## config.mk

```make
export PLATFORM = sky130hd
export DESIGN_NAME = sync_fifo
export DESIGN_NICKNAME = d
export VERILOG_FILES = /design/src/hw/fifo/sync_fifo.sv
export SDC_FILE = /design/constraint.sdc
export NUM_CORES = 1
export LEC_CHECK = 0
export BUFFER_PORTS_ARGS = -buffer_cell sky130_fd_sc_hd__buf_2
export CAP_MARGIN = 10
export CELL_PAD_IN_SITES_DETAIL_PLACEMENT = 1
export CELL_PAD_IN_SITES_GLOBAL_PLACEMENT = 1
export CORE_ASPECT_RATIO = 0.75
export CORE_MARGIN = 1.5
export CORE_UTILIZATION = 50
export CTS_BUF_LIST = sky130_fd_sc_hd__clkbuf_8 sky130_fd_sc_hd__clkbuf_16
export DETAILED_ROUTE_END_ITERATION = 10
export GPL_ROUTABILITY_DRIVEN = 0
export HOLD_SLACK_MARGIN = 0.02
export PLACE_DENSITY = 0.86
export SKIP_LAST_GASP = 1
export SYNTH_ARGS = -nofsm -noshare
export SYNTH_HDL_FRONTEND = slang
export SYNTH_SLANG_ARGS = --single-unit
```

## constraint.sdc

```tcl
create_clock -name clk -period 3.1 [get_ports clk]
set_input_delay 0 -clock clk [delete_from_list [all_inputs] [get_ports clk]]
set_output_delay 0 -clock clk [all_outputs]
set_load 0.02 [all_outputs]
```

## src/hw/fifo/sync_fifo.sv

```systemverilog
/*
 Single-clock FIFO, depth 2**DEPTH_LOG, with combinational read port.
 flush empties it like rst, and writes are refused while flush is high.
*/
`timescale 1ns/10ps

module sync_fifo #(
   parameter int WIDTH     = 8,
   parameter int DEPTH_LOG = 4
) (
   input  logic             clk,
   input  logic             rst,
   input  logic             flush,
   input  logic [WIDTH-1:0] wr_data,
   input  logic             wr_valid,
   output logic             wr_ready,
   output logic [WIDTH-1:0] rd_data,
   output logic             rd_valid,
   input  logic             rd_ready
);

   logic [WIDTH-1:0]     mem [2**DEPTH_LOG];
   logic [DEPTH_LOG-1:0] wr_ptr;
   logic [DEPTH_LOG-1:0] rd_ptr;
   logic [DEPTH_LOG:0]   count;
   logic                 wr_fire;
   logic                 rd_fire;

   // Top count bit set means completely full
   assign wr_ready = !flush && !count[DEPTH_LOG];
   assign rd_valid = (count != '0);
   assign rd_data  = mem[rd_ptr];

   assign wr_fire = wr_valid && wr_ready;
   assign rd_fire = rd_valid && rd_ready;

   // Pointers wrap on their own width
   always_ff @(posedge clk) begin
      if (rst || flush) begin
         wr_ptr <= '0;
         rd_ptr <= '0;
         count  <= '0;
      end else begin
         if (wr_fire)
            wr_ptr <= wr_ptr + 1'b1;
         if (rd_fire)
            rd_ptr <= rd_ptr + 1'b1;
         if (wr_fire && !rd_fire)
            count <= count + 1'b1;
         else if (rd_fire && !wr_fire)
            count <= count - 1'b1;
      end
   end

   // Storage
   always_ff @(posedge clk) begin
      if (wr_fire)
         mem[wr_ptr] <= wr_data;
   end

   a_count_bound: assert property (@(posedge clk) disable iff (rst)
      count <= 2**DEPTH_LOG);

endmodule

```

==> impl_results.md <==
* DR WL/cell at 24.4 um
* Buf+Inv Stages, Crit Path at 1
* H-tree levels at 4
* Synth area leader: edfxtp_1
* CTS resizes at 0
* Layout cells sized above 1 at 21.4%
* Top cells by area, synth: edfxtp_1 66%, mux4_1 8.1%, dfxtp_1 5.8%
* DR pass1 iterations at 4
* Total Nets Final at 369
* Int Pwr at 0.00358 W
* Most common cell in the netlist: edfxtp_1
* Most common cell on crit path: ha_1
* YS warnings at 0
* Sequential cell area at 0.00419 mm^2
* Die X at 128 um
* Crit path launch type: flip-flop
* IO buf count at 22
* Root buffer cell: clkbuf_16
* CTS buffer count at 17
* CTS Sinks at 145
* Post-Route WL at 12700 um
* Clk pwr share at 45.4%
* VDD IR max at 0.369 mV
* Final Hold Vio Count at 0
* Fmax at 361 MHz
* Post-synth top flop: edfxtp_1
* Vias in the first global route at 3252
* Final worst slack at 328 ps
* Via count at 2998
* Worst-path cell chain: or4_4, o21ai_4, ha_1, inv_1, ha_1, a21oi_1, a211o_1, a211oi_1, a31o_2
* Initial antenna violation count at 0
* Final setup fails at 0
* Yosys cell types at 41
* Top cell type's share of synthesized area at 65.6%
* Fin Setup TNS at 0 ps
* Critical path's top delay family: compound AO/OA/AOI/OAI gates
* Cell area after synthesis at 0.00586 mm^2
* Dpl ws at 459 ps
* Area growth from synthesis to layout at 16.2%
* Slew Limit Fails at 0
* I/O pin cnt at 23
* Starting Density at 50.9%
* GRT Resource Usage Total at 22.3%
* Tcrit/Tclk final at 89.4%
* Max Cap Viol at 0
* DRC at 0
* Worst Path Max Fanout at 5
* Fin crit period at 2770 ps
* Die area at 0.0124 mm^2
* Seq/Total Area, Yosys at 71.4%
* Mapped Nets at 329
* Row count at 34
* Asr flop ratio synth at 0%
* Switching share of power at 22.9%
* Core Area at 0.0115 mm^2
* Worst Hold Class: input pin to flip-flop
* Gate power share at 7.9%
* NetSw at 0.00106 W
* Final clock skew at 8.22 ps
* Slowest stage cell, crit path: or4_4
* Mean Syn Cell Area at 19.2 um^2
* Multi-input logic area at 0.00156 mm^2
* Crit path DAT at 3140 ps
* Crit. End Element: flip-flop
* Final Util at 59.1%
* Worst-Margin Slew at 784 ps
* Placed Cells at 479
* First-pass GRT wire length at 19200 um
* CTS tree: built
* PD cells at 681 mW/mm^2
* Clock transition at path regs at 60 ps
* Seq cells post-synth at 145
* Lkg Pwr at 2.30 nW
* DR vias/cell at 5.75
* Relative slew slack at 47.6%
* Antenna diodes at 0
* Drt initial violations at 201
* Final ANT Viol Nets at 0
* Clock buffer depth at 2
* Fin cells at 521
* Skew-Pair Late Insertion Delay at 420 ps
* # fillers at 988
* Crit path largest cell delay at 580 ps
* Status: finished clean
* WHS at 115 ps
* Commonest cells post-synth: 128 x edfxtp_1, 19 x nor2_1, 18 x mux4_1, 17 x and2_1, 17 x dfxtp_1
* Req. time, crit path at 3470 ps
* Postcts setup bufs at 0
* RSZ-0062 raised after global routing: no
* GR Overflow Total at 0
* Die Y at 96.8 um
* Seq pwr share at 46.7%
* Kind of critical path: flip-flop to flip-flop
* Post-synth EDFFs at 128
* Post-DP HPWL at 7940 um
* Mapped Cells at 306
* Largest net degree at the start of global routing at 33
## cells in the final DEF (no fill, tap or decap), types with 2 or more instances in the layout
| cell | synthesis | routed |
|---|---|---|
| a21oi_1 | 3 | 3 |
| a22oi_1 | 16 | 16 |
| and2_1 | 17 | 17 |
| buf_2 | 3 | 22 |
| bufinv_16 | 0 | 3 |
| clkbuf_16 | 0 | 17 |
| clkinv_2 | 0 | 3 |
| clkinv_4 | 0 | 6 |
| dfxtp_1 | 17 | 16 |
| dlygate4sd3_1 | 0 | 10 |
| edfxtp_1 | 128 | 128 |
| ha_1 | 9 | 9 |
| inv_1 | 4 | 4 |
| inv_6 | 0 | 3 |
| mux2i_1 | 3 | 3 |
| mux4_1 | 18 | 18 |
| mux4_2 | 14 | 14 |
| nand2_1 | 11 | 11 |
| nand3_1 | 2 | 2 |
| nor2_1 | 19 | 19 |
| nor3_1 | 2 | 2 |
| nor4_1 | 2 | 2 |
| o211ai_1 | 2 | 2 |
| or2_2 | 2 | 2 |
| xnor2_1 | 2 | 2 |
| xor2_1 | 6 | 6 |
## power by group through the flow
| stage | clock [W] | sequential, W | combinational, W |
|---|---|---|---|
| floorplan | 0 | 0.00220 | 0.000247 |
| global placement | 0 | 0.00220 | 0.000327 |
| detailed placement | 0 | 0.00221 | 0.000343 |
| CTS | 0.00213 | 0.00217 | 0.000361 |
| global route | 0.00220 | 0.00217 | 0.000397 |
| finish | 0.00211 | 0.00217 | 0.000366 |
## final timing paths
check                               from        end  slack (ps)  cells past startpoint
worst max register to register  count[1]   count[4]         330                      9
worst max-delay path            count[1]   count[4]         330                      9
worst min register to register  count[2]   count[2]         560                      2
worst min-delay path            wr_valid  wr_ptr[0]         120                      4
## tightest hold or removal path, delay by kind of cell
kind	cells	cell delay, ps
AND/OR/NAND/NOR	2	240
buffers and inverters	1	110
XOR/XNOR	1	140
## routing by layer
layer | wire [um] | global-route usage [%] | up-vias
li1 | - | - | 1324
met1 | 5620 | 31.2 | 1563
met2 | 6190 | 33.7 | 99
met3 | 751 | 5.70 | 12
met4 | 159 | 9.33 | 0
met5 | 0 | 0 | -
## flip-flops by register name (all words and copies together) (netlist names), named ones only
signal / cells
mem: 128
count: 5
rd_ptr: 4
wr_ptr: 4
## cell families (layout without fill, tap and decap cells)
group	Yosys count	after routing	synth area share, %
XOR/XNOR	8	8	1.20
buffers and inverters	17	70	1.96
multiplexers	35	35	14.0
flip-flops	145	145	71.4
AO/OA/AOI/OAI	26	26	3.39
AND/OR/NAND/NOR	65	65	5.87
adder cells (fa/ha/maj)	10	10	2.26
## repair_timing
item                       4_1_cts  5_1_grt
hold endpoints to repair       131        0
hold buffers                    10        0
setup endpoints to repair        0        0
## per-stage QoR
step | instance area (um^2) | total power (W)
finish | 6810 | 0.00464
global route | 6810 | 0.00476
CTS | 6810 | 0.00466
detailed placement | 6100 | 0.00255
global placement | 6100 | 0.00253
floorplan | 5860 | 0.00245
## final cells by class
type / instances / area share [%]
sequential: 145 / 61.4
tap: 162 / 2.97
inverter: 4 / 0.220
clock inverter: 15 / 2.70
clock buffer: 17 / 6.24
timing repair buffer: 34 / 3.49
multi-input combinational: 144 / 23.0
Power figures use the tool's default switching activity.
