### src/common/pktz_pkg.sv
/*
 Shared widths, field layout and enums of the packetizer.
 Samples are fixed at 16-bit I over 16-bit Q.
*/
package pktz_pkg;

   // ------------------------------
   // Stream and field widths
   // ------------------------------
   localparam int SAMPLE_W = 32;
   localparam int WORD_W   = 64;
   localparam int SIZE_W   = 14;
   localparam int TIME_W   = 64;
   localparam int BURST_W  = 48;
   localparam int FLOW_W   = 32;
   localparam int SEQ_W    = 8;
   localparam int INC_W    = 16;

   // Header plus time word, counted in 32-bit units
   localparam int HDR_WORDS32 = 4;

   // ------------------------------
   // Time FIFO entry layout
   // ------------------------------
   // EOB flag over size over timestamp
   localparam int TENTRY_W    = 1 + SIZE_W + TIME_W;
   localparam int TE_EOB_BIT  = TENTRY_W - 1;
   localparam int TE_SIZE_LSB = TIME_W;

   // FIFO depths as log2
   localparam int TIME_FIFO_DEPTH_LOG   = 4;
   localparam int SAMPLE_FIFO_DEPTH_LOG = 10;

   // Packet type field of the header word
   typedef enum logic [7:0] {
      INT16_COMPLEX     = 8'h10,
      INT16_COMPLEX_EOB = 8'h11
   } pkt_type_t;

   // Egress framer states
   typedef enum logic [1:0] {
      OUT_HEADER,
      OUT_TIME,
      OUT_SAMPLES,
      OUT_FLUSH
   } out_state_t;

   // Ingress pairing states
   typedef enum logic [1:0] {
      IN_IDLE,
      IN_PHASE1,
      IN_PHASE2
   } in_state_t;

endpackage

### src/hw/ingress/sample_pairer.sv
/*
 Pairs input samples into 64-bit words and marks packet boundaries.
 packet_size must be at least 1. pkt_count equals 1 only while idle.
*/
`timescale 1ns/10ps

module sample_pairer (
   input  logic                          clk,
   input  logic                          rst,
   input  logic                          enable,
   input  logic                          beat,
   input  logic [pktz_pkg::SAMPLE_W-1:0] in_data,
   input  logic [pktz_pkg::SIZE_W-1:0]   packet_size,
   input  logic                          burst_last,
   output logic                          pkt_first,
   output logic                          pkt_end,
   output logic [pktz_pkg::SIZE_W-1:0]   pkt_count,
   output logic [pktz_pkg::WORD_W:0]     sfifo_wr_data,
   output logic                          sfifo_wr_valid
);

   import pktz_pkg::*;

   in_state_t           state;
   logic [SIZE_W-1:0]   count;
   logic [SAMPLE_W-1:0] hold;
   logic                end_cond;
   logic                odd_end;

   // ------------------------------
   // Packet boundary decode
   // ------------------------------
   // Burst end cuts the packet short
   assign end_cond  = (count >= packet_size) || burst_last;
   assign pkt_first = beat && (state == IN_IDLE);
   assign pkt_end   = beat && end_cond;
   assign pkt_count = count;

   // Odd count on the ending beat leaves a lone sample
   assign odd_end = pkt_end && count[0];

   // ------------------------------
   // Sample FIFO write
   // ------------------------------
   assign sfifo_wr_valid = (beat && (state == IN_PHASE2)) || odd_end;

   // Earlier sample on top, lone sample duplicated in both halves
   assign sfifo_wr_data = {pkt_end, (odd_end ? in_data : hold), in_data};

   always_ff @(posedge clk) begin
      if (beat)
         hold <= in_data;
   end

   // ------------------------------
   // Pairing FSM
   // ------------------------------
   // Count preloaded to 1 for the sample in flight
   always_ff @(posedge clk) begin
      if (rst || !enable) begin
         state <= IN_IDLE;
         count <= SIZE_W'(1);
      end else if (beat) begin
         if (end_cond) begin
            state <= IN_IDLE;
            count <= SIZE_W'(1);
         end else begin
            count <= count + 1'b1;
            case (state)
               IN_IDLE:   state <= IN_PHASE2;
               IN_PHASE1: state <= IN_PHASE2;
               IN_PHASE2: state <= IN_PHASE1;
               default:   state <= IN_IDLE;
            endcase
         end
      end
   end

   // Pair and lone writes rely on an even count in phase 2 only
   a_phase_parity: assert property (@(posedge clk) disable iff (rst)
      (state == IN_PHASE2) == !count[0]);

endmodule

### config.mk
export PLATFORM = sky130hd
export DESIGN_NAME = sample_pairer
export DESIGN_NICKNAME = d
export VERILOG_FILES = /design/src/common/pktz_pkg.sv /design/src/hw/ingress/sample_pairer.sv
export SDC_FILE = /design/constraint.sdc
export NUM_CORES = 1
export LEC_CHECK = 0
export ABC_AREA = 1
export BUFFER_PORTS_ARGS = -buffer_cell sky130_fd_sc_hd__buf_4
export CAP_MARGIN = 20
export CORE_ASPECT_RATIO = 1.4
export CORE_MARGIN = 2
export CORE_UTILIZATION = 25
export CTS_CLUSTER_DIAMETER = 200
export DETAILED_ROUTE_END_ITERATION = 16
export GPL_TIMING_DRIVEN = 0
export PLACE_DENSITY = 0.58
export SLEW_MARGIN = 20
export SYNTH_ARGS = -nofsm -noshare
export SYNTH_HDL_FRONTEND = slang
export SYNTH_SLANG_ARGS = --single-unit
### constraint.sdc
create_clock -name clk -period 2.5 [get_ports clk]
set_input_delay 0.25 -clock clk [delete_from_list [all_inputs] [get_ports clk]]
set_output_delay 0.25 -clock clk [all_outputs]
set_load 0.005 [all_outputs]
==> results.sh <==
export IMPL_globalplace_congestion=0.769
export IMPL_seq_area_frac_synth_pct=44.1
export IMPL_yosysUniqueCellTypes=24
export IMPL_grt_pass1_vias=2641
export IMPL_layout_common_cells="buf_4 (178), nand2_1 (77), nand4_1 (36)"
export IMPL_die_h_um=132
export IMPL_grt_pass1_wl_mm=12.9
export IMPL_synth_top_area_share_pct=33.1
export IMPL_setup_viol=0
export IMPL_routedWlPerCell_um=13.2
export IMPL_rows=46
export IMPL_dr_pass1_iters=4
export IMPL_yosysTopAreaCell="edfxtp_1"
export IMPL_fin_nets=556
export IMPL_io_buffers=132
export IMPL_ios=133
export IMPL_max_slew_margin_pct=67.3
export IMPL_via_per_inst=4.31
export IMPL_fin_crit_sh_pct=94.7
export IMPL_grt_max_degree=37
export IMPL_hold_viol=0
export IMPL_hpwlAfterDp_mm=6.04
export IMPL_crit_arrival_ps=2120
export IMPL_drive_above_1_share_pct=50.3
export IMPL_die_x_um=95.1
export IMPL_min_path_type="in2reg"
export IMPL_cts_tree="done"
export IMPL_maxSlewViolCount=0
export IMPL_cts_max_path_buffers=2
export IMPL_path_common_cell="nand2_1"
export IMPL_syn_to_final_growth_pct=58.2
export IMPL_drt_iter0_drc=60
export IMPL_pre_cts_ws_ps=-216
export IMPL_fin_cells=635
export IMPL_ctsHoldBuffers=0
export IMPL_slowest_stage="dfxtp_4"
export IMPL_tightest_slew_ps=491
export IMPL_syn_cell_area_sq_um=2910
export IMPL_irDropWorstVdd_mv=0.234
export IMPL_endpoint_kind="output port"
export IMPL_slowest_delay_ps=370
export IMPL_diodes=0
export IMPL_rsz0062_at_grt="yes"
export IMPL_layout_commonest_cell="buf_4"
export IMPL_ys_ff_latch=48
export IMPL_critPathLaunchType="flip-flop"
export IMPL_worstSetupPathType="reg2out"
export IMPL_core_area_sq_um=11300
export IMPL_htreeDepth=2
export IMPL_cp_num_buf_inv=2
export IMPL_ant_nets=0
export IMPL_max_freq_mhz=423
export IMPL_synth_fp_nets=402
export IMPL_cp_max_fo=8
export IMPL_cp_top_family="simple AND/OR/NAND/NOR gates"
export IMPL_cp_required_ps=2250
export IMPL_dp_cells=612
export IMPL_clock_latency_ps=290
export IMPL_post_route_util_pct=40.6
export IMPL_avgSynthCellArea_sq_um=8.65
export IMPL_fillCellCount=1148
export IMPL_synth_warnings=0
export IMPL_totalWireLength_mm=8.36
export IMPL_clk_pin_slew_ps=70
export IMPL_clock_skew_ps=8.67
export IMPL_drc=0
export IMPL_fin_crit_ps=2370
export IMPL_cts_buffers=5
export IMPL_cp_cell_sequence="ha_4, nand2_1, nor2_1, nand2_1, nor2_1, nand2_2, nand3_4, nand3_4, clkbuf_16, nand2_1, nand2_1, buf_4"
export IMPL_grt_total_usage_pct=12.9
export IMPL_p_leak_nw=2.22
export IMPL_synth_area_top_cells="edfxtp_1 (33%), nand2_1 (13%), dfxtp_1 (11%), buf_4 (8.8%), nand4_1 (7.7%)"
export IMPL_cts_root_buf="clkbuf_16"
export IMPL_setup_tns_ps=0
export IMPL_status="finished, final reports clean"
export IMPL_clkSinkCount=48
export IMPL_powerDensity_nw_per_um2=465
export IMPL_antenna_found_initial=0
export IMPL_syn_inst=336
export IMPL_cap_violations=0
export IMPL_grt_overflow=0
export IMPL_vias=2738
export IMPL_fin_ws_ps=133
export IMPL_die_area_sq_um=12500
export IMPL_initial_core_util_pct=25.6
==> synthesized netlist by cell type <==
master    instances
nand2_1          97
nand4_1          36
buf_4            34
edfxtp_1         32
inv_1            28
nor2_1           26
dfxtp_1          16
ha_1             15
nand3_1           7
xor2_1            7
clkbuf_1          6
xnor2_1           6
buf_2             4
buf_6             4
a21oi_1           3
nor2_4            3
nor3_1            3
nand2_2           2
nand3_4           2
a21boi_0          1
inv_2             1
mux2i_1           1
nand3_2           1
nand3b_2          1
==> where the power goes <==
| part | total [mW] | switching, mW | leakage, nW | internal [mW] |
|---|---|---|---|---|
| clock | 0.755 | 0.284 | 0.0808 | 0.471 |
| sequential | 0.907 | 0.0155 | 0.448 | 0.892 |
| combinational | 0.474 | 0.204 | 1.69 | 0.271 |
==> kinds of logic (layout without fill, tap and decap cells) <==
logic type | after synthesis | after routing | share of synthesized area [%]
simple gates | 178 | 178 | 28.9
buf+inv | 77 | 232 | 15.5
flops | 48 | 48 | 44.1
fa+ha+maj | 15 | 15 | 6.46
xor+xnor | 13 | 13 | 3.92
compound gates | 4 | 4 | 0.775
mux | 1 | 1 | 0.344
==> path summary, 6_finish.rpt <==
path | from | to | slack (ps) | cells past startpoint
max | pkt_count[9] | sfifo_wr_data[48] | 130 | 12
min | in_data[19] | hold[19] | 160 | 1
max reg2reg | pkt_count[1] | pkt_count[10] | 630 | 12
min reg2reg | state[0] | state[0] | 500 | 2
==> registers in the layout (all words and copies together) (netlist names) <==
register   cells
state          2
pkt_count     14
hold          32
==> metal layers <==
| layer | global-route usage (%) | vias to the layer above | wire (um) |
|---|---|---|---|
| met2 | 23.6 | 89 | 4420 |
| li1 | - | 1390 | - |
| met1 | 14.6 | 1251 | 3280 |
| met5 | 0 | - | 0 |
| met3 | 3.04 | 8 | 543 |
| met4 | 3.38 | 0 | 126 |
==> final cells by class <==
type,count,area [sq um],share of cell area [%]
buffer,46,362,7.86
clock buffer,6,129,2.80
clock inverter,2,35.0,0.762
inverter,29,109,2.37
multi-input combinational,211,1320,28.7
sequential,48,1300,28.3
tap,144,180,3.92
timing repair buffer,149,1160,25.3
==> what timing repair did <==
item | in CTS | in global routing
pin swaps | 2 | 8
setup buffers | 7 | 7
setup endpoints to repair | 35 | 34
cloned | 2 | 1
gates resized for setup | 15 | 44
==> stage by stage <==
stage	power, mW	hold slack [ps]	cell area [sq um]
CTS	2.15	147	4370
global placement	1.35	451	4080
finish	2.14	155	4600
detailed placement	1.36	450	4080
floorplan	1.10	349	2910
global route	2.26	144	4600
(Power assumes the default switching activity.)
