==> src/common/pktz_pkg.sv <==
/*
 Shared widths, field layout and enums of the packetizer.
 Samples are fixed at 16-bit I over 16-bit Q.
*/
package pktz_pkg;

   // ------------------------------
   // Stream and field widths
   // ------------------------------
   localparam int SAMPLE_W = 32;
   localparam int WORD_W   = 64;
   localparam int SIZE_W   = 14;
   localparam int TIME_W   = 64;
   localparam int BURST_W  = 48;
   localparam int FLOW_W   = 32;
   localparam int SEQ_W    = 8;
   localparam int INC_W    = 16;

   // Header plus time word, counted in 32-bit units
   localparam int HDR_WORDS32 = 4;

   // ------------------------------
   // Time FIFO entry layout
   // ------------------------------
   // EOB flag over size over timestamp
   localparam int TENTRY_W    = 1 + SIZE_W + TIME_W;
   localparam int TE_EOB_BIT  = TENTRY_W - 1;
   localparam int TE_SIZE_LSB = TIME_W;

   // FIFO depths as log2
   localparam int TIME_FIFO_DEPTH_LOG   = 4;
   localparam int SAMPLE_FIFO_DEPTH_LOG = 10;

   // Packet type field of the header word
   typedef enum logic [7:0] {
      INT16_COMPLEX     = 8'h10,
      INT16_COMPLEX_EOB = 8'h11
   } pkt_type_t;

   // Egress framer states
   typedef enum logic [1:0] {
      OUT_HEADER,
      OUT_TIME,
      OUT_SAMPLES,
      OUT_FLUSH
   } out_state_t;

   // Ingress pairing states
   typedef enum logic [1:0] {
      IN_IDLE,
      IN_PHASE1,
      IN_PHASE2
   } in_state_t;

endpackage

==> src/hw/ingress/packet_timer.sv <==
/*
 Burst counter and per-packet timestamp. burst_size of 0 means infinite.
 One time FIFO entry per packet, written on its last input beat.
*/
`timescale 1ns/10ps

module packet_timer (
   input  logic                          clk,
   input  logic                          rst,
   input  logic                          enable,
   input  logic                          beat,
   input  logic                          pkt_first,
   input  logic                          pkt_end,
   input  logic [pktz_pkg::SIZE_W-1:0]   pkt_count,
   input  logic [pktz_pkg::TIME_W-1:0]   start_time,
   input  logic [pktz_pkg::INC_W-1:0]    time_per_pkt,
   input  logic [pktz_pkg::BURST_W-1:0]  burst_size,
   output logic                          burst_last,
   output logic [pktz_pkg::TENTRY_W-1:0] tfifo_wr_data,
   output logic                          tfifo_wr_valid,
   output logic                          burst_idle
);

   import pktz_pkg::*;

   typedef enum logic {
      BURST_NEW,
      BURST_ACTIVE
   } burst_state_t;

   burst_state_t       burst_state;
   logic [BURST_W-1:0] burst_count;
   logic [TIME_W-1:0]  packet_time;
   logic [TIME_W-1:0]  next_time;
   logic [TIME_W-1:0]  entry_time;

   // Last sample of a finite burst
   assign burst_last = (burst_count <= BURST_W'(1)) && (burst_size != '0);
   assign burst_idle = (burst_state == BURST_NEW);

   // ------------------------------
   // Burst tracking
   // ------------------------------
   always_ff @(posedge clk) begin
      if (rst || !enable) begin
         burst_state <= BURST_NEW;
         burst_count <= burst_size;
      end else if (beat) begin
         if (burst_size != '0)
            burst_count <= burst_count - 1'b1;
         // Reload for the next burst
         if (burst_count == BURST_W'(1)) begin
            burst_state <= BURST_NEW;
            burst_count <= burst_size;
         end else begin
            burst_state <= BURST_ACTIVE;
         end
      end
   end

   // ------------------------------
   // Packet timestamp
   // ------------------------------
   assign next_time = (burst_state == BURST_NEW) ? start_time
                                                 : packet_time + TIME_W'(time_per_pkt);

   always_ff @(posedge clk) begin
      if (pkt_first)
         packet_time <= next_time;
   end

   // One-sample packet starts and ends on the same beat
   assign entry_time = pkt_first ? next_time : packet_time;

   assign tfifo_wr_valid = pkt_end;
   assign tfifo_wr_data  = {burst_last, pkt_count + SIZE_W'(HDR_WORDS32), entry_time};

endmodule

==> config.mk <==
export PLATFORM = sky130hd
export DESIGN_NAME = packet_timer
export DESIGN_NICKNAME = d
export VERILOG_FILES = /design/src/common/pktz_pkg.sv /design/src/hw/ingress/packet_timer.sv
export SDC_FILE = /design/constraint.sdc
export NUM_CORES = 1
export LEC_CHECK = 0
export BUFFER_PORTS_ARGS = -buffer_cell sky130_fd_sc_hd__buf_2
export CORE_MARGIN = 2
export CORE_UTILIZATION = 40
export CTS_BUF_LIST = sky130_fd_sc_hd__clkbuf_16
export DETAILED_ROUTE_END_ITERATION = 16
export GPL_TIMING_DRIVEN = 0
export PLACE_DENSITY = 0.67
export SKIP_CTS_REPAIR_TIMING = 1
export SLEW_MARGIN = 30
export SYNTH_ARGS = -nofsm -noshare
export SYNTH_HDL_FRONTEND = slang
export SYNTH_SLANG_ARGS = --single-unit
export TNS_END_PERCENT = 10
==> constraint.sdc <==
create_clock -name clk -period 4.9 [get_ports clk]
set_input_delay 0.98 -clock clk [delete_from_list [all_inputs] [get_ports clk]]
set_output_delay 0.98 -clock clk [all_outputs]
set_load 0.02 [all_outputs]
==> flow_metrics.py, run 1 <==
metrics = {
    "status": {
        "status": "finished, final reports clean",
    },
    "synthesis": {
        "synthTopCellsByCount": "119 x nor2_1, 95 x a21oi_1, 84 x nand2_1, 65 x dfxtp_1, 48 x edfxtp_1",
        "ys_ff_latch": 113,
        "synth_seq_area_share_pct": 35.0,
        "syn_area_per_cell_um2": 8.28,
        "synth_top_cell_by_area": "edfxtp_1",
        "synth_top_area_share_pct": 18.4,
        "async_reset_ff_share_pct": 0,
        "synthMuxAreaShare_pct": 5.46,
        "synthXorXnorAreaFrac_pct": 7.04,
        "synth_nets": 1114,
        "synth_top_family_by_area": "simple AND/OR/NAND/NOR gates",
        "ys.warnings.count": 0,
        "synthSimpleGateAreaFrac_pct": 25.3,
        "synth_edf_count": 48,
        "syn_inst": 946,
        "yosysMostFrequentCell": "nor2_1",
        "synth_compound_area_share_pct": 19.9,
        "synthTopCellsByArea": "edfxtp_1 18%, dfxtp_1 17%, a21oi_1 6.1%",
        "synth_cell_types": 69,
        "synthAdderAreaFrac_pct": 3.29,
        "synth_area_mm2": 0.00784,
        "synth_ff_type": "dfxtp_1",
    },
    "timing": {
        "rsz0062_at_grt": "true",
        "tightest_slew_ns": 0.807,
        "finalMaxSlewViolations": 0,
        "hold_viol": 0,
        "finalCritPeriodShare_pct": 97.4,
        "max_freq_ghz": 0.210,
        "clock_skew_ns": 0.0128,
        "setup_slack_ns": 0.128,
        "hold_ws_ns": 0.489,
        "fin_crit_ns": 4.77,
        "finalSetupViolations": 0,
        "max_slew_margin_pct": 46.2,
    },
    "route": {
        "totalWireLength_mm": 26.5,
        "drtPass1Iterations": 6,
        "drt_iter0_drc": 737,
        "num_vias": 8387,
        "postRouteAntennaNets": 0,
        "post_drt_wl_per_cell_um": 18.0,
        "remaining_drc_errors": 0,
        "vias_per_cell": 5.70,
    },
    "floorplan": {
        "boundaryPins": 230,
        "dieArea_mm2": 0.0207,
        "coreArea_mm2": 0.0193,
        "dieWidth_um": 144,
        "chipHeight_um": 144,
        "rows": 51,
        "start_util_pct": 40.5,
    },
    "clock_network": {
        "cts_tree": "built",
        "clk_latency_ns": 0.43,
        "cts_max_path_buffers": 2,
        "root_buffer": "clkbuf_16",
        "cts_buffers": 17,
        "clk_pin_slew_ns": 0.06,
        "cts_htree_levels": 4,
        "numClockSinks": 113,
    },
    "power": {
        "p_switching_mw": 1.22,
        "pwr-share-comb_pct": 27.5,
        "clkPwrFrac_pct": 38.0,
        "intPower_mw": 2.39,
        "p_seq_share_pct": 34.5,
        "swShare_pct": 33.8,
        "powerDensity_mw_per_mm2": 359,
        "p_leak_nw": 4.03,
        "irDropWorstVdd_mv": 0.259,
    },
    "hold_path": {
        "whs_path_depth": 2,
        "hp-class": "reg2reg",
    },
    "placed_design": {
        "globalplace.congestion": 0.916,
        "port_buffers": 226,
        "dp_slack_ns": -0.395,
        "dp.cells": 1439,
        "dp_hpwl_mm": 20.1,
        "postPlaceCellArea_mm2": 0.00937,
    },
    "cells_and_area": {
        "fin_nets": 1362,
        "layout-drive-gt1-share_pct": 25.0,
        "stdcell_count": 1472,
        "regArea_mm2": 0.00274,
        "multiInputGateArea_mm2": 0.00483,
        "fin_area_mm2": 0.0101,
        "insertedDiodeCount": 0,
        "area_delta_synth_final_pct": 28.5,
        "fill_cells": 1906,
    },
    "worst_setup_path": {
        "cp.required_ns": 3.92,
        "criticalPathCategory": "in2out",
        "r2r_cells": 10,
        "start_kind": "input port",
        "critPathMaxFanout": 7,
        "worstSetupEndpointType": "primary output",
        "crit_arrival_ns": 3.79,
    },
    "grt": {
        "grt_overflow": 0,
        "grt_max_degree": 19,
        "grt_antenna_before_repair": 1,
        "grt_pass1_vias": 8047,
        "grt_pass1_wl_mm": 40.6,
        "gr-usage-all-layers_pct": 25.5,
    },
    "flow_run": {
        "drv_cap": 0,
    },
}
per-stage QoR:
stage / util, % / TNS, ns / power, mW
detailed placement: 48.4 / -3.46 / 2.22
global placement: 48.1 / -3.67 / 2.20
global route: 52.1 / -0.0262 / 3.78
floorplan: - / 0 / 1.88
CTS: 51.8 / -3.67 / 3.59
finish: 52.1 / 0 / 3.62
cells by family after synthesis:
logic type,count (synthesis)
AOI/OAI and AO/OA,240
muxes,42
and+or+nand+nor,401
buffers and inverters,67
DFF,113
xor gates and xnor gates,63
adders and majority gates,20
layer usage:
metal | vias to the layer above | track usage (%) | wire length, um
met1 | 3881 | 31.6 | 11000
li1 | 4056 | - | -
met5 | - | 0 | 10
met2 | 386 | 43.5 | 12400
met3 | 62 | 5.76 | 2290
met4 | 2 | 8.77 | 761
power by group through the flow:
| stage | registers [mW] | clock network (mW) | logic, mW |
|---|---|---|---|
| final | 1.25 | 1.37 | 0.993 |
| after global placement | 1.26 | 0 | 0.939 |
| after detailed placement | 1.26 | 0 | 0.954 |
| after global routing | 1.27 | 1.43 | 1.09 |
| after floorplan | 1.23 | 0 | 0.650 |
| after CTS | 1.24 | 1.38 | 0.961 |
sequential cells by signal, summed over array words and instances (netlist names):
register / cells
packet_time: 64
burst_count: 48
burst_state: 1
critical path, cell delays in order:
cell and delay [ns]:
buf_2 0.10, ha_1 0.39, and3_1 0.21, a221oi_2 0.09, o21bai_1 0.42, a21oi_4 0.12, buf_4 0.18, or4_1 0.59
nor2_1 0.14, mux2_2 0.39, buf_2 0.17
worst paths after layout:
path | start | end | slack (ns)
min | packet_time[5]$_DFF_P_ | packet_time[5]$_DFF_P_ | 0.49
min reg2reg | packet_time[5]$_DFF_P_ | packet_time[5]$_DFF_P_ | 0.49
max | time_per_pkt[5] | tfifo_wr_data[48] | 0.13
max reg2reg | burst_count[28]$_DFFE_PP_ | burst_count[24]$_DFFE_PP_ | 1.30
placed cells by master (no fill, tap or decap), types with 18 or more instances in the layout:
cell,instances
clkbuf_1,33
dfxtp_1,65
nand4_1,19
ha_1,19
nor4_1,30
nor2_1,118
o22ai_1,30
mux2i_1,39
nand3_1,46
edfxtp_1,48
xnor2_1,45
nor3_1,26
buf_2,230
xor2_1,18
a21oi_1,93
nand2_1,84
cell type report:
type / count / area share [%]
inverters: 14 / 0.522
well taps: 265 / 3.29
multi-input cells: 766 / 47.9
flip-flops and latches: 113 / 27.2
repair buffers: 230 / 12.0
clock inverters: 15 / 2.16
clock buffers: 17 / 4.22
plain buffers: 52 / 2.60
No activity file was read; power rests on OpenSTA's default activity.
==> inputs of run 2 (changes only) <==
Settings changed: CELL_PAD_IN_SITES_DETAIL_PLACEMENT set to 0, CELL_PAD_IN_SITES_GLOBAL_PLACEMENT set to 1, CORE_UTILIZATION 40 to 41, PLACE_DENSITY 0.67 to unset, PLACE_DENSITY_LB_ADDON set to 0.1.
Clock period 4.9 ns to 6.1 ns, I/O delays scaled along.
==> run 2 against run 1 <==
Core utilization increased by 0.54 points. Cell count decreased by 2.0%. Power decreased by 26%. Flip-flop and latch count unchanged. Non-clock buffer count unchanged. Setup slack improved by 0.089 ns. Design area decreased by 2.2%. Count of clock-buffer cells in the layout unchanged. Global-route usage increased by 0.72 points. Largest cell class unchanged.
==> flow_metrics.py, run 2 (same netlist as run 1, synthesis figures left out) <==
metrics = {
    "worst_setup_path": {
        "cp_slowest_stage_delay_ns": 0.89,
        "cp_num_buf_inv": 2,
        "r2r_cells": 9,
        "worst-path-stages": 11,
        "crit_arrival_ns": 4.66,
        "r2r-start": "packet_time[0]$_DFF_P_",
        "cp-startpoint": "time_per_pkt[0]",
        "cp.required_ns": 4.88,
        "timing.rr.end": "packet_time[62]$_DFF_P_",
        "setup.worst_path.end": "tfifo_wr_data[62]",
        "cp_cell_sequence": "buf_2 -> ha_1 -> fa_1 -> a21o_1 -> a221oi_2 -> o21ai_0 -> a211oi_2 -> nand4b_1 -> nor3_1 -> nor3_1 -> buf_2",
        "worstSetupEndpointType": "primary output",
        "start_kind": "input port",
        "reg2reg_slack_ns": 2.54,
        "criticalPathCategory": "in2out",
        "cp_slowest_cell": "a211oi_2",
        "critPathMaxFanout": 9,
        "critPathTopFamily": "compound AO/OA/AOI/OAI gates",
    },
    "clock_network": {
        "numClockSinks": 113,
        "cts_tree": "built",
        "root_buffer": "clkbuf_16",
        "clk_pin_slew_ns": 0.05,
        "cts_buffers": 17,
        "cts_max_path_buffers": 2,
        "clk_latency_ns": 0.43,
        "cts_htree_levels": 4,
    },
    "power": {
        "intPower_mw": 1.73,
        "p_leak_nw": 3.98,
        "swShare_pct": 35.2,
        "pwr-share-comb_pct": 29.1,
        "irDropWorstVdd_mv": 0.183,
        "p_seq_share_pct": 37.5,
        "p_switching_mw": 0.942,
        "powerDensity_mw_per_mm2": 272,
        "clkPwrFrac_pct": 33.5,
    },
    "placed_design": {
        "dp_hpwl_mm": 20.5,
        "globalplace.congestion": 0.851,
        "postPlaceCellArea_mm2": 0.00933,
        "dp_slack_ns": 0.309,
        "port_buffers": 226,
    },
    "route": {
        "postRouteAntennaNets": 0,
        "drtPass1Iterations": 5,
        "vias_per_cell": 5.67,
        "post_drt_wl_per_cell_um": 18.6,
        "drt_iter0_drc": 487,
        "totalWireLength_mm": 26.9,
        "remaining_drc_errors": 0,
        "num_vias": 8172,
    },
    "cells_and_area": {
        "layout_common_cells": "230 x buf_2, 119 x nor2_1, 94 x a21oi_1",
        "fin_area_mm2": 0.00985,
        "largest_reg_flops": 64,
        "final_common_cell": "buf_2",
        "registers.top_by_ff_count": "packet_time",
        "largestRegisters": "packet_time (64), burst_count (48), burst_state (1)",
        "layout-drive-gt1-share_pct": 24.0,
        "area_delta_synth_final_pct": 25.6,
        "fin_nets": 1362,
    },
    "timing": {
        "finalMaxSlewViolations": 0,
        "hold_viol": 0,
        "fin_crit_ns": 5.88,
        "max_slew_margin_pct": 34.8,
        "finalSetupViolations": 0,
        "setup_slack_ns": 0.217,
        "hold_ws_ns": 0.479,
        "setup_tns_ns": 0,
        "finalCritPeriodShare_pct": 96.4,
        "clock_skew_ns": 0.0129,
        "max_freq_ghz": 0.170,
        "tightest_slew_ns": 0.976,
        "rsz0062_at_grt": "false",
    },
    "grt": {
        "grt_pass1_vias": 7572,
        "grt_overflow": 0,
        "gr-usage-all-layers_pct": 26.2,
        "grt_max_degree": 18,
        "grt_pass1_wl_mm": 40.6,
        "grt_antenna_before_repair": 0,
    },
    "floorplan": {
        "rows": 50,
        "chipHeight_um": 142,
        "boundaryPins": 230,
        "coreArea_mm2": 0.0187,
        "start_util_pct": 41.9,
        "dieWidth_um": 142,
        "dieArea_mm2": 0.0202,
    },
    "hold_path": {
        "hp-class": "reg2reg",
        "hold_start": "packet_time[2]$_DFF_P_",
    },
    "flow_run": {
        "drv_cap": 0,
    },
    "status": {
        "status": "finished, final reports clean",
    },
}
[run 2: cell types whose count changed in the layout (fill, tap and decap cells not counted), moves of 3 or more]
cell / delta
inv_1: +3
o21ai_0: +3
clkinv_1: +3
bufinv_16: -4
clkinv_2: +4
clkinvlp_4: -5
[run 2: stage by stage]
step                      power [mW]  util (%)  std cells
after global placement          1.78      49.5       1406
after detailed placement        1.79      49.9       1409
after floorplan                 1.51         -        946
final                           2.67      52.6       1442
after CTS                       2.68      52.6       1441
after global routing            2.81      52.6       1441
[run 2: worst register-to-register path, delay by kind of cell, from the launching register on]
kind / cells / cell delay [ns]
DFF: 1 / 0.31
adders and majority gates: 2 / 0.61
and+or+nand+nor: 2 / 0.39
AOI/OAI and AO/OA: 5 / 2.12
[run 2: worst min-delay path by stage]
| stage | endpoint | slack [ns] | cells after the start |
|---|---|---|---|
| after floorplan | packet_time[0]$_DFF_P_ | 0.56 | 2 |
| after global placement | packet_time[2]$_DFF_P_ | 0.46 | 1 |
| after detailed placement | packet_time[2]$_DFF_P_ | 0.47 | 1 |
| after CTS | packet_time[2]$_DFF_P_ | 0.48 | 1 |
| after global routing | packet_time[2]$_DFF_P_ | 0.51 | 1 |
| final | packet_time[2]$_DFF_P_ | 0.48 | 1 |
[run 2: layout make-up]
class | count | area (um2)
antenna | 1 | 2.50
buffer | 53 | 264
clock buffer | 17 | 425
clock inverter | 15 | 88.8
fill | 1834 | 8860
inverter | 14 | 52.6
multi-input combinational | 766 | 4790
sequential | 113 | 2740
tap | 234 | 293
timing repair buffer | 229 | 1190
[run 2: power by group through the flow]
| stage | Sequential [mW] | Combinational [mW] | Clock (mW) |
|---|---|---|---|
| 5_1_grt | 1.02 | 0.849 | 0.940 |
| 4_1_cts | 0.999 | 0.776 | 0.905 |
| 2_1_floorplan | 0.988 | 0.522 | 0 |
| 3_3_place_gp | 1.01 | 0.765 | 0 |
| 6_report | 1.00 | 0.778 | 0.895 |
| 3_5_place_dp | 1.01 | 0.772 | 0 |
[run 2: per-layer routing]
metal  part of all wire [%]  track usage [%]
met4                    1.8             8.63
met2                     49             44.7
met1                     43             33.5
met3                    6.5             4.61
met5                      0                0
