===== src/common/pktz_pkg.sv =====
/*
 Shared widths, field layout and enums of the packetizer.
 Samples are fixed at 16-bit I over 16-bit Q.
*/
package pktz_pkg;

   // ------------------------------
   // Stream and field widths
   // ------------------------------
   localparam int SAMPLE_W = 32;
   localparam int WORD_W   = 64;
   localparam int SIZE_W   = 14;
   localparam int TIME_W   = 64;
   localparam int BURST_W  = 48;
   localparam int FLOW_W   = 32;
   localparam int SEQ_W    = 8;
   localparam int INC_W    = 16;

   // Header plus time word, counted in 32-bit units
   localparam int HDR_WORDS32 = 4;

   // ------------------------------
   // Time FIFO entry layout
   // ------------------------------
   // EOB flag over size over timestamp
   localparam int TENTRY_W    = 1 + SIZE_W + TIME_W;
   localparam int TE_EOB_BIT  = TENTRY_W - 1;
   localparam int TE_SIZE_LSB = TIME_W;

   // FIFO depths as log2
   localparam int TIME_FIFO_DEPTH_LOG   = 4;
   localparam int SAMPLE_FIFO_DEPTH_LOG = 10;

   // Packet type field of the header word
   typedef enum logic [7:0] {
      INT16_COMPLEX     = 8'h10,
      INT16_COMPLEX_EOB = 8'h11
   } pkt_type_t;

   // Egress framer states
   typedef enum logic [1:0] {
      OUT_HEADER,
      OUT_TIME,
      OUT_SAMPLES,
      OUT_FLUSH
   } out_state_t;

   // Ingress pairing states
   typedef enum logic [1:0] {
      IN_IDLE,
      IN_PHASE1,
      IN_PHASE2
   } in_state_t;

endpackage


===== src/hw/egress/frame_ctrl.sv =====
/*
 Egress framer: header, time word, then sample words up to the last bit.
 out_data holds while out_valid is high and out_ready low, given a steady flow_id.
*/
`timescale 1ns/10ps

module frame_ctrl (
   input  logic                          clk,
   input  logic                          rst,
   input  logic                          enable,
   input  logic [pktz_pkg::FLOW_W-1:0]   flow_id,
   input  logic [pktz_pkg::TENTRY_W-1:0] tfifo_data,
   input  logic                          tfifo_valid,
   output logic                          tfifo_ready,
   input  logic [pktz_pkg::WORD_W:0]     sfifo_data,
   input  logic                          sfifo_valid,
   output logic                          sfifo_ready,
   output logic [pktz_pkg::WORD_W-1:0]   out_data,
   output logic                          out_valid,
   output logic                          out_last,
   input  logic                          out_ready,
   output logic                          flush,
   input  logic                          ingress_idle,
   output logic                          idle
);

   import pktz_pkg::*;

   out_state_t       state;
   logic [SEQ_W-1:0] seq;
   pkt_type_t        hdr_type;
   logic             eob;
   logic             accept;

   assign eob      = tfifo_data[TE_EOB_BIT];
   assign hdr_type = eob ? INT16_COMPLEX_EOB : INT16_COMPLEX;
   assign accept   = out_valid && out_ready;

   // ------------------------------
   // Output FSM
   // ------------------------------
   always_ff @(posedge clk) begin
      if (rst) begin
         state <= OUT_FLUSH;
      end else begin
         case (state)
            OUT_HEADER:
               if (tfifo_valid && out_ready)
                  state <= OUT_TIME;
               else if (!tfifo_valid && !enable)
                  state <= OUT_FLUSH;
            OUT_TIME:
               if (tfifo_valid && out_ready)
                  state <= OUT_SAMPLES;
            // Stay until the word marked last is taken
            OUT_SAMPLES:
               if (sfifo_valid && sfifo_data[WORD_W] && out_ready)
                  state <= enable ? OUT_HEADER : OUT_FLUSH;
            OUT_FLUSH:
               if (enable)
                  state <= OUT_HEADER;
            default:
               state <= OUT_FLUSH;
         endcase
      end
   end

   // Trails the state by one cycle
   always_ff @(posedge clk) begin
      if (rst)
         flush <= 1'b1;
      else
         flush <= (state == OUT_FLUSH);
   end

   // ------------------------------
   // Sequence number
   // ------------------------------
   // Flush state is reached only while disabled
   always_ff @(posedge clk) begin
      if (rst || state == OUT_FLUSH)
         seq <= '0;
      else if (state == OUT_HEADER && eob && accept)
         seq <= '1;
      else if (accept && out_last)
         seq <= seq + 1'b1;
   end

   // ------------------------------
   // Word mux
   // ------------------------------
   always_comb begin
      out_data    = '0;
      out_valid   = 1'b0;
      out_last    = 1'b0;
      tfifo_ready = 1'b0;
      sfifo_ready = 1'b0;
      case (state)
         OUT_HEADER: begin
            out_data  = {hdr_type, seq, tfifo_data[TE_SIZE_LSB +: SIZE_W], 2'b00, flow_id};
            out_valid = tfifo_valid;
         end
         // Time entry popped with the time word
         OUT_TIME: begin
            out_data    = tfifo_data[TIME_W-1:0];
            out_valid   = tfifo_valid;
            tfifo_ready = out_ready;
         end
         OUT_SAMPLES: begin
            out_data    = sfifo_data[WORD_W-1:0];
            out_valid   = sfifo_valid;
            out_last    = sfifo_data[WORD_W];
            sfifo_ready = out_ready;
         end
         default: ;
      endcase
   end

   // Quiet once disabled and drained
   always_ff @(posedge clk) begin
      if (rst)
         idle <= 1'b1;
      else
         idle <= !enable && !out_valid && !tfifo_valid && ingress_idle;
   end

   a_out_stable: assert property (@(posedge clk) disable iff (rst)
      out_valid && !out_ready |=> out_valid && $stable(out_data));

endmodule


===== config.mk =====
export PLATFORM = sky130hd
export DESIGN_NAME = frame_ctrl
export DESIGN_NICKNAME = d
export VERILOG_FILES = /design/src/common/pktz_pkg.sv /design/src/hw/egress/frame_ctrl.sv
export SDC_FILE = /design/constraint.sdc
export NUM_CORES = 1
export LEC_CHECK = 0
export ABC_AREA = 1
export BUFFER_PORTS_ARGS = -buffer_cell sky130_fd_sc_hd__buf_2
export CORE_AREA = 10 10 90 92
export DETAILED_ROUTE_END_ITERATION = 8
export DIE_AREA = 0 0 100 102
export PLACE_DENSITY = 0.77
export SYNTH_ARGS = -nofsm -noshare
export SYNTH_HDL_FRONTEND = slang
export SYNTH_SLANG_ARGS = --single-unit

===== constraint.sdc =====
create_clock -name clk -period 3.28 [get_ports clk]
set_input_delay 0.492 -clock clk [delete_from_list [all_inputs] [get_ports clk]]
set_output_delay 0.492 -clock clk [all_outputs]
set_load 0.005 [all_outputs]

==> impl_results.md, run 1 <==
- CP Max Fanout: 36
- CTS Hold Bufs: 0
- Worst path max stage delay: 0.47 ns
- Largest net degree at the start of global routing: 51
- Chip width: around 100 um
- Layout area overhead: 72.7%
- TNS Setup: 0 ns
- Max-cap violations: 0
- Post-Syn Instances: 363
- Final #Nets: between 700 and 800
- Hold WS: roughly 0.47 ns
- Synthesized Nets: about 550
- GRT Overall Usage: 0.191
- Share of layout cells above drive strength 1: 0.455
- Avg WL per Cell: between 15 and 20 um
- DP Wirelength: approximately 9100 um
- Die height: about 100 um
- Worst vdd ir: 0.321 mV
- Seq/Total Area, Yosys: 0.130
- GR Overflow Total: 0
- Drt first pass iters: 4
- Die area: ~0.010 sq mm
- Endpoints failing hold: 0
- Crit Path Class: reg2out
- Cell row count: 29
- # Post-CTS Setup Buffers: 0
- Slew @ Worst Pin: ~0.83 ns
- Post-CTS Resized: 0
- Worst skew pair latency: between 0.2 and 0.3 ns
- Core footprint: ~0.0063 sq mm
- Global-route wire length before repair: between 15000 and 20000 um
- Yosys reg bits: 12
- Status: finished clean
- H-tree levels: 1
- Final period util: 0.784
- Worst-case clock buffer depth: 2
- Number of global-route vias before repair: 3190
- Worst min-delay path category: in2reg
- Cell Area, Synth: 0.00185 sq mm
- Post-synth cell types: 24
- Buf/Inv on CP: 3
- Iter 0 DRT Violations: approximately 120
- Clock slew seen by the registers of the worst setup and hold paths: approximately 0.060 ns
- Yosys warns: 0
- Antenna violations before repair: 0
- Worst EP arrival: around 2.1 ns
- RSZ-0062 raised after global routing: no
- Crit end category: output port
- CP startpoint kind: flip-flop
- Input/output buffers: approximately 250
- Skew final: approximately 0.0021 ns
- CTS Buf Count: 3
- Routed WL: approximately 11000 um
- Final Max Slew Viols: 0
- Post-DRT Antenna Nets: 0
- Maximum clock frequency: 389 MHz
- CP required: roughly 2.8 ns
- GP Congestion: 0.886
- Power Density: between 600 and 700 mW/mm^2
- Initial Utilization: 0.294
- Top Ports: ~250
- Residual DRC: 0
- Crit path cell chain: nand2_2, inv_2, buf_4, nand2_1, nand3_1, buf_2
- CTS tree: built
- Syn avg cell area: ~5 sq um
- CP max-delay cell: dfxtp_1
- Tmin final: between 2 and 3 ns
- Root Buffer: clkbuf_8
- Top delay family on crit path: buffers and inverters
- Static Leak: around 1.9 nW
- Rel. slew slack: 0.443
- Clock sinks: 12
- Final antenna diode count: 0
- Final Setup Violations: 0
- Routed vias: roughly 3300
- Vias/cell: just under 5
## worst reg2reg max path, cell delays in order (launching register included)
cell and delay [ns]:
dfxtp_1 0.37, inv_2 0.11, nor2_4 0.53, buf_4 0.39
inv_1 0.11, nand3_1 0.10, nand3_1 0.07, nand3_1 0.07
## routing by layer
layer,up-vias,global-route usage,part of all wire
met4,0,0.0478,0.014
li1,1650,-,-
met5,-,0,0
met3,12,0.0547,0.10
met2,182,0.347,0.51
met1,1441,0.214,0.37
## logic make-up after synthesis
group	Yosys count	synth area share
compound gates	26	0.100
xor+xnor	1	0.00475
fa+ha+maj	1	0.00678
buf+inv	41	0.0969
flops	12	0.130
simple gates	282	0.661
## final cells by class
cell class	count	area, sq um
clock buffer	4	55.1
fill	659	3090
inverter	21	78.8
multi-input combinational	310	1430
sequential	12	240
tap	77	96.3
timing repair buffer	255	1280
## through the flow
| stage | power, mW | worst slack (ns) | instance area, sq um | util | std cells |
|---|---|---|---|---|---|
| 4_1_cts | 1.97 | 0.705 | 3190 | 0.508 | 679 |
| 2_1_floorplan | 1.07 | 1.72 | 1850 | - | 363 |
| 6_report | 1.94 | 0.708 | 3190 | 0.508 | 679 |
| 5_1_grt | 2.16 | 0.524 | 3190 | 0.508 | 679 |
| 3_3_place_gp | 1.76 | 1.05 | 3130 | 0.499 | 675 |
| 3_5_place_dp | 1.79 | 0.981 | 3130 | 0.499 | 675 |
## placed cells by master, fill, tap and decap left out, drive strengths merged
master,count
dfxtp,12
inv,21
xnor2,1
nor2,13
nand3,73
ha,1
or2,1
a221o,2
buf,255
nand2,194
a22o,8
o211ai,6
nand4,1
a21oi,7
o21ai,3
clkbuf,4
## cells in the mapped netlist
master / number / area (sq um)
buf_6: 1 / 11.3
inv_1: 18 / 67.6
nand3_1: 70 / 350
inv_2: 3 / 11.3
nand2_1: 190 / 713
nor2_1: 11 / 41.3
a21oi_1: 7 / 35.0
a221o_1: 2 / 20.0
nor2_4: 2 / 22.5
buf_2: 14 / 70.1
ha_1: 1 / 12.5
nand4_1: 1 / 6.26
nand2_2: 2 / 12.5
xnor2_1: 1 / 8.76
a22o_1: 8 / 70.1
o21ai_1: 1 / 5.00
dfxtp_1: 12 / 240
nand2_4: 2 / 22.5
nand3_4: 2 / 35.0
clkbuf_1: 5 / 18.8
nand3_2: 1 / 10.0
o21ai_0: 2 / 10.0
or2_2: 1 / 6.26
o211ai_1: 6 / 45.0
## worst paths after layout
| path | from | end | slack (ns) | cells after the start |
|---|---|---|---|---|
| worst max-delay path | state[1] | out_data[8] | 0.71 | 6 |
| worst min-delay path | ingress_idle | idle | 0.47 | 3 |
| worst max register to register | state[0] | state[1] | 1.49 | 7 |
| worst min register to register | state[0] | state[0] | 0.51 | 2 |
## power breakdown
group / internal, mW / switching, mW
registers: 0.165 / 0.0223
clock network: 0.107 / 0.0646
logic: 0.672 / 0.909
## registers in the layout, indices dropped and copies added (netlist names)
signal and count:
flush 1, state 2, seq 8, idle 1
Note: power is estimated with default switching activity, not from simulation.
==> run 2: changes to the inputs <==
- ABC_AREA: 1 -> 0
- CORE_AREA: 10 10 90 92 -> not set
- CORE_ASPECT_RATIO: not set -> 2
- CORE_MARGIN: not set -> 10
- CORE_UTILIZATION: not set -> 29
- DIE_AREA: 0 0 100 102 -> not set
- PLACE_DENSITY: 0.77 -> 0.79
- clock period: 3.28 -> 2.35 ns (I/O delays scaled with it)
==> impl_results.md, run 2 <==
- Status: finished clean
- Routed WL: 10800 um (-0.32%)
- Yosys warns: 0 (unchanged)
- Residual DRC: 0 (unchanged)
- Cell row count: 41 (+41%)
- CTS tree: built
- Routed vias: 2947 (-10%)
- Maximum clock frequency: approximately 450 MHz
- CTS Buf Count: 3 (unchanged)
- Top Ports: 253 (unchanged)
- Largest area contributor in the netlist: mux2i_1
- Share of layout cells above drive strength 1: 0.533 (+0.0777)
- Hold path cells: 2 (-1)
- Largest register FFs: 8 (unchanged)
- Registers with the most flip-flops: seq x8, state x2
- Power Density: 398 mW/mm^2 (-35%)
- Worst EP arrival: 1.87 ns (-0.21 ns)
- Sequential Area: 245 sq um (+2.1%)
- CP startpoint kind: flip-flop
- Die height: 133 um (+31%)
- Fillers: 641 (-2.7%)
- Number of global-route vias before repair: 3079 (-3.5%)
- Seq/Total Area, Yosys: 0.129 (-0.000789)
- Count leader, synth: nand2_1
- Root Buffer: clkbuf_16
- Cell Area, Synth: 0.00186 sq mm (+0.61%)
- Rel. slew slack: 0.486 (+0.0425)
- Worst r2r path cells: 4 (-3)
- Final Setup Violations: 0 (unchanged)
- Initial Utilization: 0.297 (+0.00268)
- Overall power: 1.29 mW (-34%)
- Skew final: 0.00449 ns (+0.00242 ns)
- Vias/cell: 4.99 (+3.2%)
- CP Max Fanout: 18 (-50%)
- Syn avg cell area: 6.93 sq um (+36%)
- Global-route wire length before repair: 16500 um (+0.84%)
- Tmin final: roughly 2.2 ns
- Yosys reg bits: 12 (unchanged)
- Synthesized Nets: 452 (-17%)
- GP Congestion: 0.925 (+4.4%)
- Iter 0 DRT Violations: 162 (+38%)
- Top cells by count, synth: nand2_1 (61), mux2i_1 (56), o21ai_0 (56), buf_2 (18), dfxtp_1 (12)
- Worst skew pair latency: 0.24 ns (about the same)
- CP required: 2.00 ns (-0.79 ns)
- H-tree levels: 1 (unchanged)
- DP Wirelength: 9360 um (+2.7%)
- Clock slew seen by the registers of the worst setup and hold paths: 0.04 ns (-0.02 ns)
- GRT Overall Usage: 0.198 (+0.00692)
- Most frequent cells in the layout: buf_2 (252), nand2_1 (61), mux2i_1 (56), o21ai_0 (56)
- Clock sinks: 12 (unchanged)
- Input/output buffers: 252 (unchanged)
- Worst vdd ir: 0.504 mV (+57%)
- Dominant synthesized flop cell: dfxtp_1
- TNS Setup: 0 ns (unchanged)
- Post-synth cell types: 29 (+21%)
- Multi-input logic area: 0.00150 sq mm (+4.8%)
- Core footprint: 0.00626 sq mm (-0.30%)
- Worst min-delay path category: in2reg
- Largest cells by area after synthesis: mux2i_1 (30%), o21ai_0 (15%), dfxtp_1 (13%), nand2_1 (12%), buf_2 (4.9%)
- Endpoints failing hold: 0 (unchanged)
- Antenna violations before repair: 1 (+1)
- Reg with most FFs: seq
- Post-DRT Antenna Nets: 0 (unchanged)
- Layout area overhead: 74.2%
- Number of flops mapped to enable cells by yosys: 0 (unchanged)
- Worst-case clock buffer depth: 2 (unchanged)
- Final Max Slew Viols: 0 (unchanged)
- Static Leak: 1.93 nW (+0.55%)
- Drt first pass iters: 4 (unchanged)
- Max-cap violations: 0 (unchanged)
- Final period util: 0.945
- Post-Syn Instances: 268 (-26%)
- Avg WL per Cell: 18.3 um (+15%)
- GR Overflow Total: 0 (unchanged)
- Async SR Flop Fraction: 0 (unchanged)
- Slew @ Worst Pin: 0.772 ns (-0.0626 ns)
- Die area: 0.0102 sq mm (about the same)
- Synth top area share: 0.302 (-0.0846)
- Crit end category: output port
- Final #Nets: 688 (-13%)
- Crit Path Class: reg2out
- RSZ-0062 raised after global routing: no
- CTS Hold Bufs: 0 (unchanged)
- Most common cell after layout, fill and taps aside: buf_2
- Largest net degree at the start of global routing: 69 (+35%)
- Chip width: 76.6 um (-23%)
==> run 2: cell count changes in the layout (fill, tap and decap cells not counted), sizes merged, moves of 3 or more <==
| cell | previous run | this run |
|---|---|---|
| nand3 | 73 | 4 |
| nand2 | 194 | 61 |
| nor4 | 0 | 3 |
| nor2b | 0 | 4 |
| o21ai | 3 | 56 |
| a21oi | 7 | 10 |
| mux2i | 0 | 56 |
| nor2 | 13 | 2 |
| xnor2 | 1 | 6 |
| o211ai | 6 | 1 |
| nor3 | 0 | 3 |
| inv | 21 | 1 |
| and2 | 0 | 4 |
==> run 2: metrics by stage <==
| step | cell area, sq um | util | hold WS (ns) | setup WS, ns | std cells |
|---|---|---|---|---|---|
| 2_1_floorplan | 1860 | - | 0.438 | 0.848 | 268 |
| 3_3_place_gp | 3140 | 0.502 | 0.565 | 0.221 | 585 |
| 3_5_place_dp | 3140 | 0.502 | 0.571 | 0.172 | 585 |
| 4_1_cts | 3230 | 0.516 | 0.335 | 0.148 | 589 |
| 5_1_grt | 3230 | 0.517 | 0.361 | 0.0216 | 590 |
| 6_report | 3230 | 0.517 | 0.339 | 0.129 | 590 |
==> run 2: cell type report <==
cell class	instances	share of cell area
Antenna cell	1	0.000774
Multi-Input combinational cell	231	0.465
Clock buffer	4	0.0275
Sequential cell	12	0.0758
Timing Repair Buffer	255	0.397
Tap cell	86	0.0333
Inverter	1	0.00116
==> run 2: repair_timing <==
item | in CTS | in global routing
endpoints found under the setup margin | 66 | 0
buffers inserted | 0 | 0
gates resized for setup | 1 | 0
==> run 2: worst paths after layout <==
kind	startpoint	endpoint	slack [ns]
setup reg to reg	state[0]	seq[1]	0.52
setup / recovery	state[0]	out_data[33]	0.13
hold / removal	rst	state[0]	0.34
hold reg to reg	seq[7]	seq[7]	0.58
==> run 2: metal layers <==
layer | GRT usage | vias to the layer above | wire length (um)
met3 | 0.0566 | 27 | 844
met1 | 0.198 | 1326 | 3860
met2 | 0.371 | 170 | 5760
li1 | - | 1424 | -
met5 | 0 | - | 0
met4 | 0.0748 | 0 | 359
==> run 2: where the power goes <==
group	total, mW	switching [mW]	internal, mW
registers	0.224	0.0110	0.213
clock network	0.343	0.0867	0.257
logic	0.720	0.359	0.361
total	1.29	0.457	0.831
==> run 2: critical path: stages (launching register included) <==
cell and delay, ns:
dfxtp_4 0.42, buf_4 0.31, nor2b_1 0.55, a22o_1 0.22, buf_2 0.12
==> run 2: cells by family after synthesis <==
| family | count (synthesis) | synth area share |
|---|---|---|
| compound gates | 80 | 0.241 |
| xor+xnor | 7 | 0.0330 |
| fa+ha+maj | 1 | 0.00674 |
| buf+inv | 25 | 0.0627 |
| flops | 12 | 0.129 |
| mux | 56 | 0.302 |
| simple gates | 87 | 0.226 |
